## config.mk

```make
export PLATFORM = sky130hd
export DESIGN_NAME = tile_stream_top
export DESIGN_NICKNAME = d
export VERILOG_FILES = /design/src/design/tile_pkg.sv /design/src/design/cfg_regfile.sv /design/src/design/stream_addr_gen.sv /design/src/design/tile_ctrl.sv /design/src/design/tile_scheduler.sv /design/src/design/tile_stream_top.sv
export SDC_FILE = /design/constraint.sdc
export NUM_CORES = 2
export LEC_CHECK = 0
export CAP_MARGIN = 10
export CORE_MARGIN = 2
export CORE_UTILIZATION = 58
export CTS_CLUSTER_DIAMETER = 50
export CTS_CLUSTER_SIZE = 28
export DETAILED_ROUTE_END_ITERATION = 7
export DONT_BUFFER_PORTS = 1
export PLACE_DENSITY = 0.75
export SLEW_MARGIN = 20
export SYNTH_ARGS = -nofsm -noshare
export SYNTH_HDL_FRONTEND = slang
export SYNTH_SLANG_ARGS = --single-unit
```

## constraint.sdc

```tcl
create_clock -name clk_i -period 4.9 [get_ports clk_i]
set_clock_uncertainty 0.15 [all_clocks]
set_input_delay 0.245 -clock clk_i [delete_from_list [all_inputs] [get_ports clk_i]]
set_output_delay 0.245 -clock clk_i [all_outputs]
set_load 0.005 [all_outputs]
```

## src/design/tile_pkg.sv

```systemverilog
// Tiling front end shared definitions
`default_nettype none

package tile_pkg;

  // Address and register width
  localparam int unsigned ADDR_W = 32;

  // Iteration counter width, half a register word
  localparam int unsigned CNT_W = 16;

  localparam int unsigned NUM_REGS = 12;

  // Word index of each register on the configuration bus
  typedef enum logic [3:0] {
    REG_CTRL        = 4'd0,
    REG_STATUS      = 4'd1,
    REG_X_ADDR      = 4'd2,
    REG_W_ADDR      = 4'd3,
    REG_Z_ADDR      = 4'd4,
    REG_X_ITERS     = 4'd5,
    REG_W_ITERS     = 4'd6,
    REG_X_ROWS_OFFS = 4'd7,
    REG_X_D1_STRIDE = 4'd8,
    REG_W_D0_STRIDE = 4'd9,
    REG_Z_D0_STRIDE = 4'd10,
    REG_LEFTOVERS   = 4'd11
  } reg_addr_e;

  // Job controller states
  typedef enum logic [1:0] {
    CS_IDLE = 2'd0,
    CS_LOAD = 2'd1,
    CS_RUN  = 2'd2,
    CS_DONE = 2'd3
  } ctrl_state_e;

endpackage : tile_pkg

`default_nettype wire

```

## src/design/cfg_regfile.sv

```systemverilog
// Job configuration registers
`timescale 1ns/1ps
`default_nettype none

module cfg_regfile (
  input  logic                          clk_i,
  input  logic                          rst_ni,
  input  logic                          wb_cyc_i,
  input  logic                          wb_stb_i,
  input  logic                          wb_we_i,
  input  tile_pkg::reg_addr_e           wb_adr_i,
  input  logic [tile_pkg::ADDR_W-1:0]   wb_dat_i,
  output logic [tile_pkg::ADDR_W-1:0]   wb_dat_o,
  output logic                          wb_ack_o,
  input  logic                          busy_i,
  input  logic                          done_evt_i,
  output logic                          start_o,
  output logic [tile_pkg::ADDR_W-1:0]   x_addr_o,
  output logic [tile_pkg::ADDR_W-1:0]   w_addr_o,
  output logic [tile_pkg::ADDR_W-1:0]   z_addr_o,
  output logic [tile_pkg::ADDR_W-1:0]   x_iters_o,
  output logic [tile_pkg::ADDR_W-1:0]   w_iters_o,
  output logic [tile_pkg::ADDR_W-1:0]   x_rows_offs_o,
  output logic [tile_pkg::ADDR_W-1:0]   x_d1_stride_o,
  output logic [tile_pkg::ADDR_W-1:0]   w_d0_stride_o,
  output logic [tile_pkg::ADDR_W-1:0]   z_d0_stride_o,
  output logic [tile_pkg::ADDR_W-1:0]   leftovers_o
);
  import tile_pkg::*;

  logic              acc;
  logic              cfg_we;
  logic              done_q;
  logic [ADDR_W-1:0] rdata;

  // The ack cycle is not a new access
  assign acc    = wb_cyc_i & wb_stb_i & ~wb_ack_o;
  assign cfg_we = acc & wb_we_i & ~busy_i;

  always_ff @(posedge clk_i or negedge rst_ni) begin
    if (!rst_ni) begin
      wb_ack_o <= 1'b0;
      start_o  <= 1'b0;
      done_q   <= 1'b0;
    end else begin
      wb_ack_o <= acc;
      start_o  <= acc & wb_we_i & (wb_adr_i == REG_CTRL) & wb_dat_i[0] & ~busy_i;
      // A new start clears the previous completion
      if (start_o) begin
        done_q <= 1'b0;
      end else if (done_evt_i) begin
        done_q <= 1'b1;
      end
    end
  end

  always_ff @(posedge clk_i or negedge rst_ni) begin
    if (!rst_ni) begin
      x_addr_o      <= '0;
      w_addr_o      <= '0;
      z_addr_o      <= '0;
      x_iters_o     <= '0;
      w_iters_o     <= '0;
      x_rows_offs_o <= '0;
      x_d1_stride_o <= '0;
      w_d0_stride_o <= '0;
      z_d0_stride_o <= '0;
      leftovers_o   <= '0;
    end else if (cfg_we) begin
      case (wb_adr_i)
        REG_X_ADDR:      x_addr_o      <= wb_dat_i;
        REG_W_ADDR:      w_addr_o      <= wb_dat_i;
        REG_Z_ADDR:      z_addr_o      <= wb_dat_i;
        REG_X_ITERS:     x_iters_o     <= wb_dat_i;
        REG_W_ITERS:     w_iters_o     <= wb_dat_i;
        REG_X_ROWS_OFFS: x_rows_offs_o <= wb_dat_i;
        REG_X_D1_STRIDE: x_d1_stride_o <= wb_dat_i;
        REG_W_D0_STRIDE: w_d0_stride_o <= wb_dat_i;
        REG_Z_D0_STRIDE: z_d0_stride_o <= wb_dat_i;
        REG_LEFTOVERS:   leftovers_o   <= wb_dat_i;
        default: ;
      endcase
    end
  end

  always_comb begin
    case (wb_adr_i)
      REG_STATUS:      rdata = {{(ADDR_W-2){1'b0}}, done_q, busy_i};
      REG_X_ADDR:      rdata = x_addr_o;
      REG_W_ADDR:      rdata = w_addr_o;
      REG_Z_ADDR:      rdata = z_addr_o;
      REG_X_ITERS:     rdata = x_iters_o;
      REG_W_ITERS:     rdata = w_iters_o;
      REG_X_ROWS_OFFS: rdata = x_rows_offs_o;
      REG_X_D1_STRIDE: rdata = x_d1_stride_o;
      REG_W_D0_STRIDE: rdata = w_d0_stride_o;
      REG_Z_D0_STRIDE: rdata = z_d0_stride_o;
      REG_LEFTOVERS:   rdata = leftovers_o;
      // CTRL and unused indices read as zero
      default:         rdata = '0;
    endcase
  end

  always_ff @(posedge clk_i) begin
    if (acc) begin
      wb_dat_o <= rdata;
    end
  end

endmodule : cfg_regfile

`default_nettype wire

```

## src/design/stream_addr_gen.sv

```systemverilog
// Strided address generator
`timescale 1ns/1ps
`default_nettype none

module stream_addr_gen #(
  parameter int unsigned LEN_W = 16
) (
  input  logic                          clk_i,
  input  logic                          rst_ni,
  input  logic                          req_start_i,
  input  logic [tile_pkg::ADDR_W-1:0]   base_i,
  input  logic [LEN_W-1:0]              d0_len_i,
  input  logic [tile_pkg::ADDR_W-1:0]   d0_stride_i,
  input  logic [LEN_W-1:0]              d1_len_i,
  input  logic [tile_pkg::ADDR_W-1:0]   d1_stride_i,
  output logic                          ready_start_o,
  output logic                          done_o,
  output logic [tile_pkg::ADDR_W-1:0]   addr_o,
  output logic                          valid_o,
  input  logic                          ready_i
);
  import tile_pkg::*;

  logic              busy_q;
  logic              done_q;
  logic              start;
  logic              xfer;
  logic              i0_last;
  logic              i1_last;
  logic [LEN_W-1:0]  i0_q;
  logic [LEN_W-1:0]  i1_q;
  logic [ADDR_W-1:0] d0_offs_q;
  logic [ADDR_W-1:0] d1_offs_q;
  logic [ADDR_W-1:0] base_q;
  logic [LEN_W-1:0]  d0_len_q;
  logic [ADDR_W-1:0] d0_stride_q;
  logic [LEN_W-1:0]  d1_len_q;
  logic [ADDR_W-1:0] d1_stride_q;

  assign start   = req_start_i & ~busy_q;
  assign xfer    = busy_q & ready_i;
  assign i0_last = i0_q == d0_len_q - 1'b1;
  assign i1_last = i1_q == d1_len_q - 1'b1;

  always_ff @(posedge clk_i or negedge rst_ni) begin
    if (!rst_ni) begin
      busy_q    <= 1'b0;
      done_q    <= 1'b0;
      i0_q      <= '0;
      i1_q      <= '0;
      d0_offs_q <= '0;
      d1_offs_q <= '0;
    end else begin
      done_q <= 1'b0;
      if (start) begin
        busy_q    <= 1'b1;
        i0_q      <= '0;
        i1_q      <= '0;
        d0_offs_q <= '0;
        d1_offs_q <= '0;
      end else if (xfer) begin
        if (i0_last) begin
          i0_q      <= '0;
          d0_offs_q <= '0;
          if (i1_last) begin
            busy_q    <= 1'b0;
            done_q    <= 1'b1;
            i1_q      <= '0;
            d1_offs_q <= '0;
          end else begin
            i1_q      <= i1_q + 1'b1;
            d1_offs_q <= d1_offs_q + d1_stride_q;
          end
        end else begin
          i0_q      <= i0_q + 1'b1;
          d0_offs_q <= d0_offs_q + d0_stride_q;
        end
      end
    end
  end

  // Job parameters held for the whole job
  always_ff @(posedge clk_i) begin
    if (start) begin
      base_q      <= base_i;
      d0_len_q    <= d0_len_i;
      d0_stride_q <= d0_stride_i;
      d1_len_q    <= d1_len_i;
      d1_stride_q <= d1_stride_i;
    end
  end

  assign ready_start_o = ~busy_q;
  assign done_o        = done_q;
  assign valid_o       = busy_q;
  assign addr_o        = base_q + d1_offs_q + d0_offs_q;

endmodule : stream_addr_gen

`default_nettype wire

```

## src/design/tile_ctrl.sv

```systemverilog
// Job controller
`timescale 1ns/1ps
`default_nettype none

module tile_ctrl (
  input  logic clk_i,
  input  logic rst_ni,
  input  logic start_i,
  input  logic all_done_i,
  output logic first_load_o,
  output logic busy_o,
  output logic done_evt_o,
  output logic irq_o
);
  import tile_pkg::*;

  ctrl_state_e state_q;
  ctrl_state_e state_d;

  always_ff @(posedge clk_i or negedge rst_ni) begin
    if (!rst_ni) begin
      state_q <= CS_IDLE;
    end else begin
      state_q <= state_d;
    end
  end

  always_comb begin
    state_d = state_q;
    case (state_q)
      CS_IDLE: begin
        if (start_i) begin
          state_d = CS_LOAD;
        end
      end
      // Single cycle that kicks off W, Z and the first X job
      CS_LOAD: begin
        state_d = CS_RUN;
      end
      CS_RUN: begin
        if (all_done_i) begin
          state_d = CS_DONE;
        end
      end
      CS_DONE: begin
        // Host may already restart while done is being reported
        if (start_i) begin
          state_d = CS_LOAD;
        end else begin
          state_d = CS_IDLE;
        end
      end
      default: begin
        state_d = CS_IDLE;
      end
    endcase
  end

  assign first_load_o = state_q == CS_LOAD;
  assign busy_o       = (state_q == CS_LOAD) || (state_q == CS_RUN);
  assign done_evt_o   = state_q == CS_DONE;
  assign irq_o        = state_q == CS_DONE;

endmodule : tile_ctrl

`default_nettype wire

```

## src/design/tile_scheduler.sv

```systemverilog
// Tiling scheduler
`timescale 1ns/1ps
`default_nettype none

module tile_scheduler #(
  parameter int unsigned  ARRAY_W  = 4,
  parameter int unsigned  TILE_JMP = 16,
  localparam int unsigned LEN_W    = $clog2(ARRAY_W) + 1
) (
  input  logic                          clk_i,
  input  logic                          rst_ni,
  input  logic                          start_i,
  input  logic                          first_load_i,
  input  logic [tile_pkg::ADDR_W-1:0]   x_addr_i,
  input  logic [tile_pkg::ADDR_W-1:0]   x_iters_i,
  input  logic [tile_pkg::ADDR_W-1:0]   w_iters_i,
  input  logic [tile_pkg::ADDR_W-1:0]   x_rows_offs_i,
  input  logic [tile_pkg::ADDR_W-1:0]   leftovers_i,
  input  logic                          x_done_i,
  input  logic                          w_done_i,
  input  logic                          z_done_i,
  input  logic                          x_ready_start_i,
  input  logic                          w_ready_start_i,
  input  logic                          z_ready_start_i,
  output logic                          x_req_o,
  output logic [tile_pkg::ADDR_W-1:0]   x_base_o,
  output logic [LEN_W-1:0]              x_len_o,
  output logic                          w_req_o,
  output logic                          z_req_o,
  output logic                          all_done_o
);
  import tile_pkg::*;

  logic [CNT_W-1:0]  col_q;
  logic [CNT_W-1:0]  wt_q;
  logic [CNT_W-1:0]  row_q;
  logic [ADDR_W-1:0] col_offs_q;
  logic [ADDR_W-1:0] row_offs_q;
  logic              col_last;
  logic              wt_last;
  logic              row_last;
  logic              job_last;
  logic              x_pend_q;
  logic              x_fin_q;
  logic              w_fin_q;
  logic              z_fin_q;

  assign col_last = col_q == x_iters_i[CNT_W-1:0] - 1'b1;
  assign wt_last  = wt_q == w_iters_i[CNT_W-1:0] - 1'b1;
  assign row_last = row_q == x_iters_i[2*CNT_W-1:CNT_W] - 1'b1;
  assign job_last = col_last & wt_last & row_last;

  // Column innermost, then weight tile, then row tile
  always_ff @(posedge clk_i or negedge rst_ni) begin
    if (!rst_ni) begin
      col_q      <= '0;
      wt_q       <= '0;
      row_q      <= '0;
      col_offs_q <= '0;
      row_offs_q <= '0;
    end else if (start_i) begin
      col_q      <= '0;
      wt_q       <= '0;
      row_q      <= '0;
      col_offs_q <= '0;
      row_offs_q <= '0;
    end else if (x_done_i) begin
      col_q      <= col_last ? '0 : col_q + 1'b1;
      col_offs_q <= col_last ? '0 : col_offs_q + ADDR_W'(TILE_JMP);
      if (col_last) begin
        wt_q <= wt_last ? '0 : wt_q + 1'b1;
        if (wt_last) begin
          row_q      <= row_last ? '0 : row_q + 1'b1;
          row_offs_q <= row_last ? '0 : row_offs_q + x_rows_offs_i;
        end
      end
    end
  end

  // Completion tracking, the next X job waits here for a free generator
  always_ff @(posedge clk_i or negedge rst_ni) begin
    if (!rst_ni) begin
      x_pend_q <= 1'b0;
      x_fin_q  <= 1'b0;
      w_fin_q  <= 1'b0;
      z_fin_q  <= 1'b0;
    end else if (start_i) begin
      x_pend_q <= 1'b0;
      x_fin_q  <= 1'b0;
      w_fin_q  <= 1'b0;
      z_fin_q  <= 1'b0;
    end else begin
      if (x_done_i && !job_last) begin
        x_pend_q <= 1'b1;
      end else if (x_req_o) begin
        x_pend_q <= 1'b0;
      end
      if (x_done_i && job_last) begin
        x_fin_q <= 1'b1;
      end
      if (w_done_i) begin
        w_fin_q <= 1'b1;
      end
      if (z_done_i) begin
        z_fin_q <= 1'b1;
      end
    end
  end

  assign x_base_o = x_addr_i + row_offs_q + col_offs_q;

  // Last row tile may be short
  assign x_len_o = (row_last && leftovers_i != '0) ? leftovers_i[LEN_W-1:0]
                                                   : LEN_W'(ARRAY_W);

  assign x_req_o = (first_load_i || x_pend_q) && x_ready_start_i;
  assign w_req_o = first_load_i && w_ready_start_i;
  assign z_req_o = first_load_i && z_ready_start_i;

  assign all_done_o = x_fin_q & w_fin_q & z_fin_q;

endmodule : tile_scheduler

`default_nettype wire

```

## src/design/tile_stream_top.sv

```systemverilog
// Tiling front end top level
`timescale 1ns/1ps
`default_nettype none

module tile_stream_top #(
  parameter int unsigned ARRAY_W  = 4,
  parameter int unsigned TILE_JMP = 16
) (
  input  logic                          clk_i,
  input  logic                          rst_ni,
  input  logic                          wb_cyc_i,
  input  logic                          wb_stb_i,
  input  logic                          wb_we_i,
  input  tile_pkg::reg_addr_e           wb_adr_i,
  input  logic [tile_pkg::ADDR_W-1:0]   wb_dat_i,
  output logic [tile_pkg::ADDR_W-1:0]   wb_dat_o,
  output logic                          wb_ack_o,
  output logic [tile_pkg::ADDR_W-1:0]   x_addr_o,
  output logic                          x_valid_o,
  input  logic                          x_ready_i,
  output logic [tile_pkg::ADDR_W-1:0]   w_addr_o,
  output logic                          w_valid_o,
  input  logic                          w_ready_i,
  output logic [tile_pkg::ADDR_W-1:0]   z_addr_o,
  output logic                          z_valid_o,
  input  logic                          z_ready_i,
  output logic                          irq_o
);
  import tile_pkg::*;

  localparam int unsigned X_LEN_W = $clog2(ARRAY_W) + 1;

  logic              start, busy, done_evt, first_load, all_done;
  logic [ADDR_W-1:0] x_addr, w_addr, z_addr, x_iters, w_iters;
  logic [ADDR_W-1:0] x_rows_offs, x_d1_stride, w_d0_stride, z_d0_stride, leftovers;
  logic              x_req, w_req, z_req, x_done, w_done, z_done;
  logic              x_ready_start, w_ready_start, z_ready_start;
  logic [ADDR_W-1:0] x_base;
  logic [X_LEN_W-1:0] x_len;

  cfg_regfile cfg_regfile_i (
    .clk_i, .rst_ni, .wb_cyc_i, .wb_stb_i, .wb_we_i, .wb_adr_i, .wb_dat_i, .wb_dat_o, .wb_ack_o,
    .busy_i(busy), .done_evt_i(done_evt), .start_o(start),
    .x_addr_o(x_addr), .w_addr_o(w_addr), .z_addr_o(z_addr),
    .x_iters_o(x_iters), .w_iters_o(w_iters), .x_rows_offs_o(x_rows_offs),
    .x_d1_stride_o(x_d1_stride), .w_d0_stride_o(w_d0_stride),
    .z_d0_stride_o(z_d0_stride), .leftovers_o(leftovers)
  );

  tile_ctrl tile_ctrl_i (
    .clk_i, .rst_ni, .start_i(start), .all_done_i(all_done),
    .first_load_o(first_load), .busy_o(busy), .done_evt_o(done_evt), .irq_o
  );

  tile_scheduler #(.ARRAY_W(ARRAY_W), .TILE_JMP(TILE_JMP)) tile_scheduler_i (
    .clk_i, .rst_ni, .start_i(start), .first_load_i(first_load),
    .x_addr_i(x_addr), .x_iters_i(x_iters), .w_iters_i(w_iters),
    .x_rows_offs_i(x_rows_offs), .leftovers_i(leftovers),
    .x_done_i(x_done), .w_done_i(w_done), .z_done_i(z_done),
    .x_ready_start_i(x_ready_start), .w_ready_start_i(w_ready_start),
    .z_ready_start_i(z_ready_start), .x_req_o(x_req), .x_base_o(x_base),
    .x_len_o(x_len), .w_req_o(w_req), .z_req_o(z_req), .all_done_o(all_done)
  );

  // X walks one tile column, one address per row
  stream_addr_gen #(.LEN_W(X_LEN_W)) x_gen_i (
    .clk_i, .rst_ni, .req_start_i(x_req), .base_i(x_base),
    .d0_len_i(X_LEN_W'(1)), .d0_stride_i('0), .d1_len_i(x_len), .d1_stride_i(x_d1_stride),
    .ready_start_o(x_ready_start), .done_o(x_done),
    .addr_o(x_addr_o), .valid_o(x_valid_o), .ready_i(x_ready_i)
  );

  stream_addr_gen #(.LEN_W(CNT_W)) w_gen_i (
    .clk_i, .rst_ni, .req_start_i(w_req), .base_i(w_addr),
    .d0_len_i(w_iters[2*CNT_W-1:CNT_W]), .d0_stride_i(w_d0_stride),
    .d1_len_i(w_iters[CNT_W-1:0]), .d1_stride_i(ADDR_W'(TILE_JMP)),
    .ready_start_o(w_ready_start), .done_o(w_done),
    .addr_o(w_addr_o), .valid_o(w_valid_o), .ready_i(w_ready_i)
  );

  stream_addr_gen #(.LEN_W(CNT_W)) z_gen_i (
    .clk_i, .rst_ni, .req_start_i(z_req), .base_i(z_addr),
    .d0_len_i(CNT_W'(ARRAY_W)), .d0_stride_i(z_d0_stride),
    .d1_len_i(w_iters[CNT_W-1:0]), .d1_stride_i(ADDR_W'(TILE_JMP)),
    .ready_start_o(z_ready_start), .done_o(z_done),
    .addr_o(z_addr_o), .valid_o(z_valid_o), .ready_i(z_ready_i)
  );

endmodule : tile_stream_top

`default_nettype wire

```

==> results.md <==
Worst setup path:
- The register-to-register setup slack is 0.44 ns.
- The path type of the worst setup path is flop to output pin.
- Traced cell by cell, the critical path runs through ha_1 -> ha_1 -> a211oi_1 -> o21ai_0 -> a2bb2oi_1 -> a31oi_1 -> a221oi_1 -> buf_4 -> nor2_1 -> or3_1 -> a31oi_1 -> o31ai_1 -> xor2_1.
- The number of buffers and inverters on the critical path is 1.
- The top cell family by delay on the critical path is compound AO/OA/AOI/OAI gates.
- The worst register-to-register path begins at cfg_regfile_i.x_addr_o[4]$_DFFE_PN0P_.
- Data on the critical path is required at its endpoint by 4.51 ns.
- The arrival time reported for the critical path endpoint is 4.37 ns.
- The endpoint type of the worst setup path is an output pin.
- The depth of the most critical reg-to-reg path is 12.
- The worst setup path is launched from a flop.
- For this run, the slowest stage of the critical path takes 0.42 ns.
- The worst register-to-register path ends at x_gen_i.base_q[31]$_DFFE_PP_.
- The highest net fanout along the worst path is 4.
- The critical-path cell with the highest stage delay is or3_1.

STA:
- The final hold violation count came to 0.
- The worst pin sits at a relative slew slack of 26.40%.
- The number of slew-limit violations in the final report is 0.
- The pin slew with the least headroom to its limit is 1.104 ns.
- Counting I/O delays and the setup requirement, the final critical path takes 4.765 ns.
- The maximum clock frequency is 0.2099 GHz.
- Setup total negative slack on the finished layout was measured at 0 ns.
- The worst path meets setup with 0.1353 ns of slack.
- The worst path uses 97.24% of the clock period.
- The total of endpoints with negative setup slack in the final report is 0.
- Setup repair after global routing left no endpoint under its margin.

CTS:
- The cell chosen for the clock root is clkbuf_16.
- The clock tree from TritonCTS is yes.
- The post-CTS setup buffer count is 0.
- For this design, the sink count on the clock tree is 940.
- TritonCTS created 104 clock buffers.
- The clock transition at the register clock pins on the worst setup and hold paths after CTS is 0.07 ns.
- The clock network latency to the later pin of the worst-skew pair is 0.71 ns.
- The number of H-tree levels is 3.
- No sink is reached through more buffers than the 3 on the longest clock path.

Die:
- The initialized floorplan defines 111 standard-cell rows.
- The initial utilization of the core area, before any placement, comes to 58.66%.
- The height of the die is 308.7 um.
- The number of primary I/O pins is 177.
- The placeable core region is 0.09180 mm2.
- Measured along the x axis, the die boundary spans 308.7 um.
- The area of the die is 0.09530 mm2.

Placement:
- The HPWL reported at the end of detailed placement is 113.4 mm.
- At the end of routability-driven placement, the weighted congestion stood at 0.9727.
- At the placement stage, the worst setup path has a slack of 0.3155 ns.
- The number of buffers added on ports is 0.

Yosys:
- The proportion of synthesized chip area in sequential cells is 46.24%.
- Counting flops with a built-in enable in the synthesized netlist gives 275.
- Of the post-synthesis cell area, the dominant cell type holds 30.90%.
- Sorting the synthesized cells by area gives the leading types as dfrtp_1 (31%), edfxtp_1 (15%), ha_1 (6.6%).
- The net count after synthesis is 5342.
- Sorting the synthesized cells by how often they occur yields dfrtp_1 (665), nor2_1 (353), mux2_2 (316), nand2_1 (294), ha_1 (285).
- After synthesis, the share of flip-flops with an asynchronous set or reset is 70.74%.
- After synthesis, the mean cell area works out to 10.94 um2.
- The synthesized netlist occupies a cell area of 0.05385 mm2.
- After synthesis, the netlist uses 92 different library cells.
- The most instantiated library cell after synthesis is dfrtp_1.
- The biggest area consumer among synthesized cells is dfrtp_1.
- Counting flops and latches in the post-synthesis netlist gives 940.
- The Yosys step of the flow raised 0 warnings.
- The top flip-flop cell by instance count after synthesis is dfrtp_1.
- The gate count after technology mapping is 4924.

Drt:
- Once detail routing completed, the nets flagged for antenna violations numbered 0.
- The first detailed-routing pass took 5 iterations.
- The detail-routed via count per cell is 6.461.
- The via count is 40.90k.
- The DRC violations left is 0.
- In this run, the number of DRC markers left after iteration 0 of detailed routing was 3755.
- After detailed routing, the average wire length per cell comes to 24.66 um.
- After detailed routing, the total wire length is 156.1 mm.

Run status:
- The flow ran to the end, and the final reports show no timing, DRC or antenna violations.

Global route:
- The total routing usage reported by global routing is 32.92%.
- The global-route wire length before repair is 238.2 mm.
- The number of global-route vias before repair is 39.60k.
- The initial antenna violation count was 15.
- Summed over all layers, the global routing overflow is 0.
- The maximum number of pins on one net before global-route repair is 666.

Run:
- The tool flagged a number of max-cap violations equal to 0.

Hold path:
- Counting instances, the worst hold path has a depth of 4.
- The worst hold path startpoint is wb_adr_i[1].
- The path class of the tightest hold or removal check is input port to flop.
- The worst hold path terminates at cfg_regfile_i.wb_dat_o[0]$_DFFE_PP_.

Finish:
- The layout net count is 5405.
- The proportion of layout cells with a drive suffix above 1 is 13.25%.
- From synthesis to final layout, the design area changed by 11.29%.

Power:
- The power per standard cell area is 494.5 mW/mm2.
- The largest vdd supply drop is 0.0003171 V.
- The analysis attributes to cell leakage a power of 26.42 nW.
## metrics by stage
step,hold slack [ns],area (um2),power (mW),std cells,util (%)
floorplan,-0.2006,53850,18.00,4924,-
global placement,-0.1322,55360,20.57,6061,60.31
detailed placement,-0.1329,55360,20.80,6061,60.31
CTS,-0.8612,59660,29.41,6310,64.99
global route,0.07279,59920,31.26,6326,65.27
finish,0.07322,59930,29.64,6330,65.28
## logic make-up after synthesis
group,Yosys count,synth area share (%)
simple gates,1338,12.45
mux,327,6.815
compound gates,1188,14.99
fa+ha+maj,374,9.931
flops,940,46.24
buf+inv,307,2.256
xor+xnor,450,7.319
## worst max-delay path by stage
stage / startpoint / endpoint / slack, ns / cells after the start
floorplan: tile_ctrl_i.state_q[1]$_DFFE_PN0P_ / w_gen_i.i1_q[11]$_DFFE_PN0P_ / 0.18 / 10
global placement: cfg_regfile_i.x_addr_o[4]$_DFFE_PN0P_ / x_gen_i.base_q[31]$_DFFE_PP_ / 0.35 / 12
detailed placement: cfg_regfile_i.x_addr_o[4]$_DFFE_PN0P_ / x_gen_i.base_q[31]$_DFFE_PP_ / 0.32 / 12
CTS: w_gen_i.d0_offs_q[1]$_DFFE_PN0P_ / w_addr_o[31] / 0.1 / 14
global route: w_gen_i.d0_offs_q[1]$_DFFE_PN0P_ / w_addr_o[31] / 0.0004 / 14
finish: z_gen_i.base_q[2]$_DFFE_PP_ / z_addr_o[30] / 0.14 / 13
## layout by cell type (no fill, tap or decap), types with 38 or more instances in the layout
cell type and instances:
dfrtp_1 665, nor2_1 340, mux2_2 316, nand2_1 294
ha_1 285, edfxtp_1 275, xnor2_1 256, o21ai_0 242
a21oi_1 228, xor2_1 194, a22o_1 139, inv_1 131
nand3_1 126, a21o_1 117, clkbuf_16 105, nor3_1 98
fa_1 89, nand4_1 77, and3_1 76, a221oi_1 70
a31oi_1 67, buf_4 65, dlygate4sd3_1 55, nand2b_1 48
nor4_1 45, nor2b_1 41, or3_1 38
## power breakdown
group / switching [mW] / internal, mW
clock: 3.81 / 4.65
combinational: 5.79 / 4.45
sequential: 1.63 / 9.31
## layout make-up
class	instances	area (um2)
fill	7022	31870
multi-input combinational	3677	27920
sequential	940	24900
clock buffer	108	2649
tap	1243	1555
timing repair buffer	130	1264
clock inverter	89	1111
inverter	134	506.7
antenna	9	22.52
## per-layer routing
layer  vias to the layer above  routed length (um)  global-route usage, %  part of all wire, %
met2                      1827               69190                  50.15                   44
met4                        14                8700                  16.63                  5.6
met1                     20250               64230                  44.83                   41
met3                       373               13900                  6.899                  8.9
li1                      18430                   -                      -                    -
met5                         -                  81                      0                0.052
## worst min-delay path, cell delays in order
cell      delay, ns
nand2_1        0.09
o21ai_0        0.19
a221oi_1       0.07
a31oi_1        0.21
## repair_timing
item	4_1_cts	5_1_grt
endpoints found under the hold margin	1089	182
hold buffers	52	5
pin swaps	0	2
gates cloned	0	0
setup endpoints to repair	4	6
gates resized for setup	4	9
Note: power is estimated with default switching activity, not from simulation.
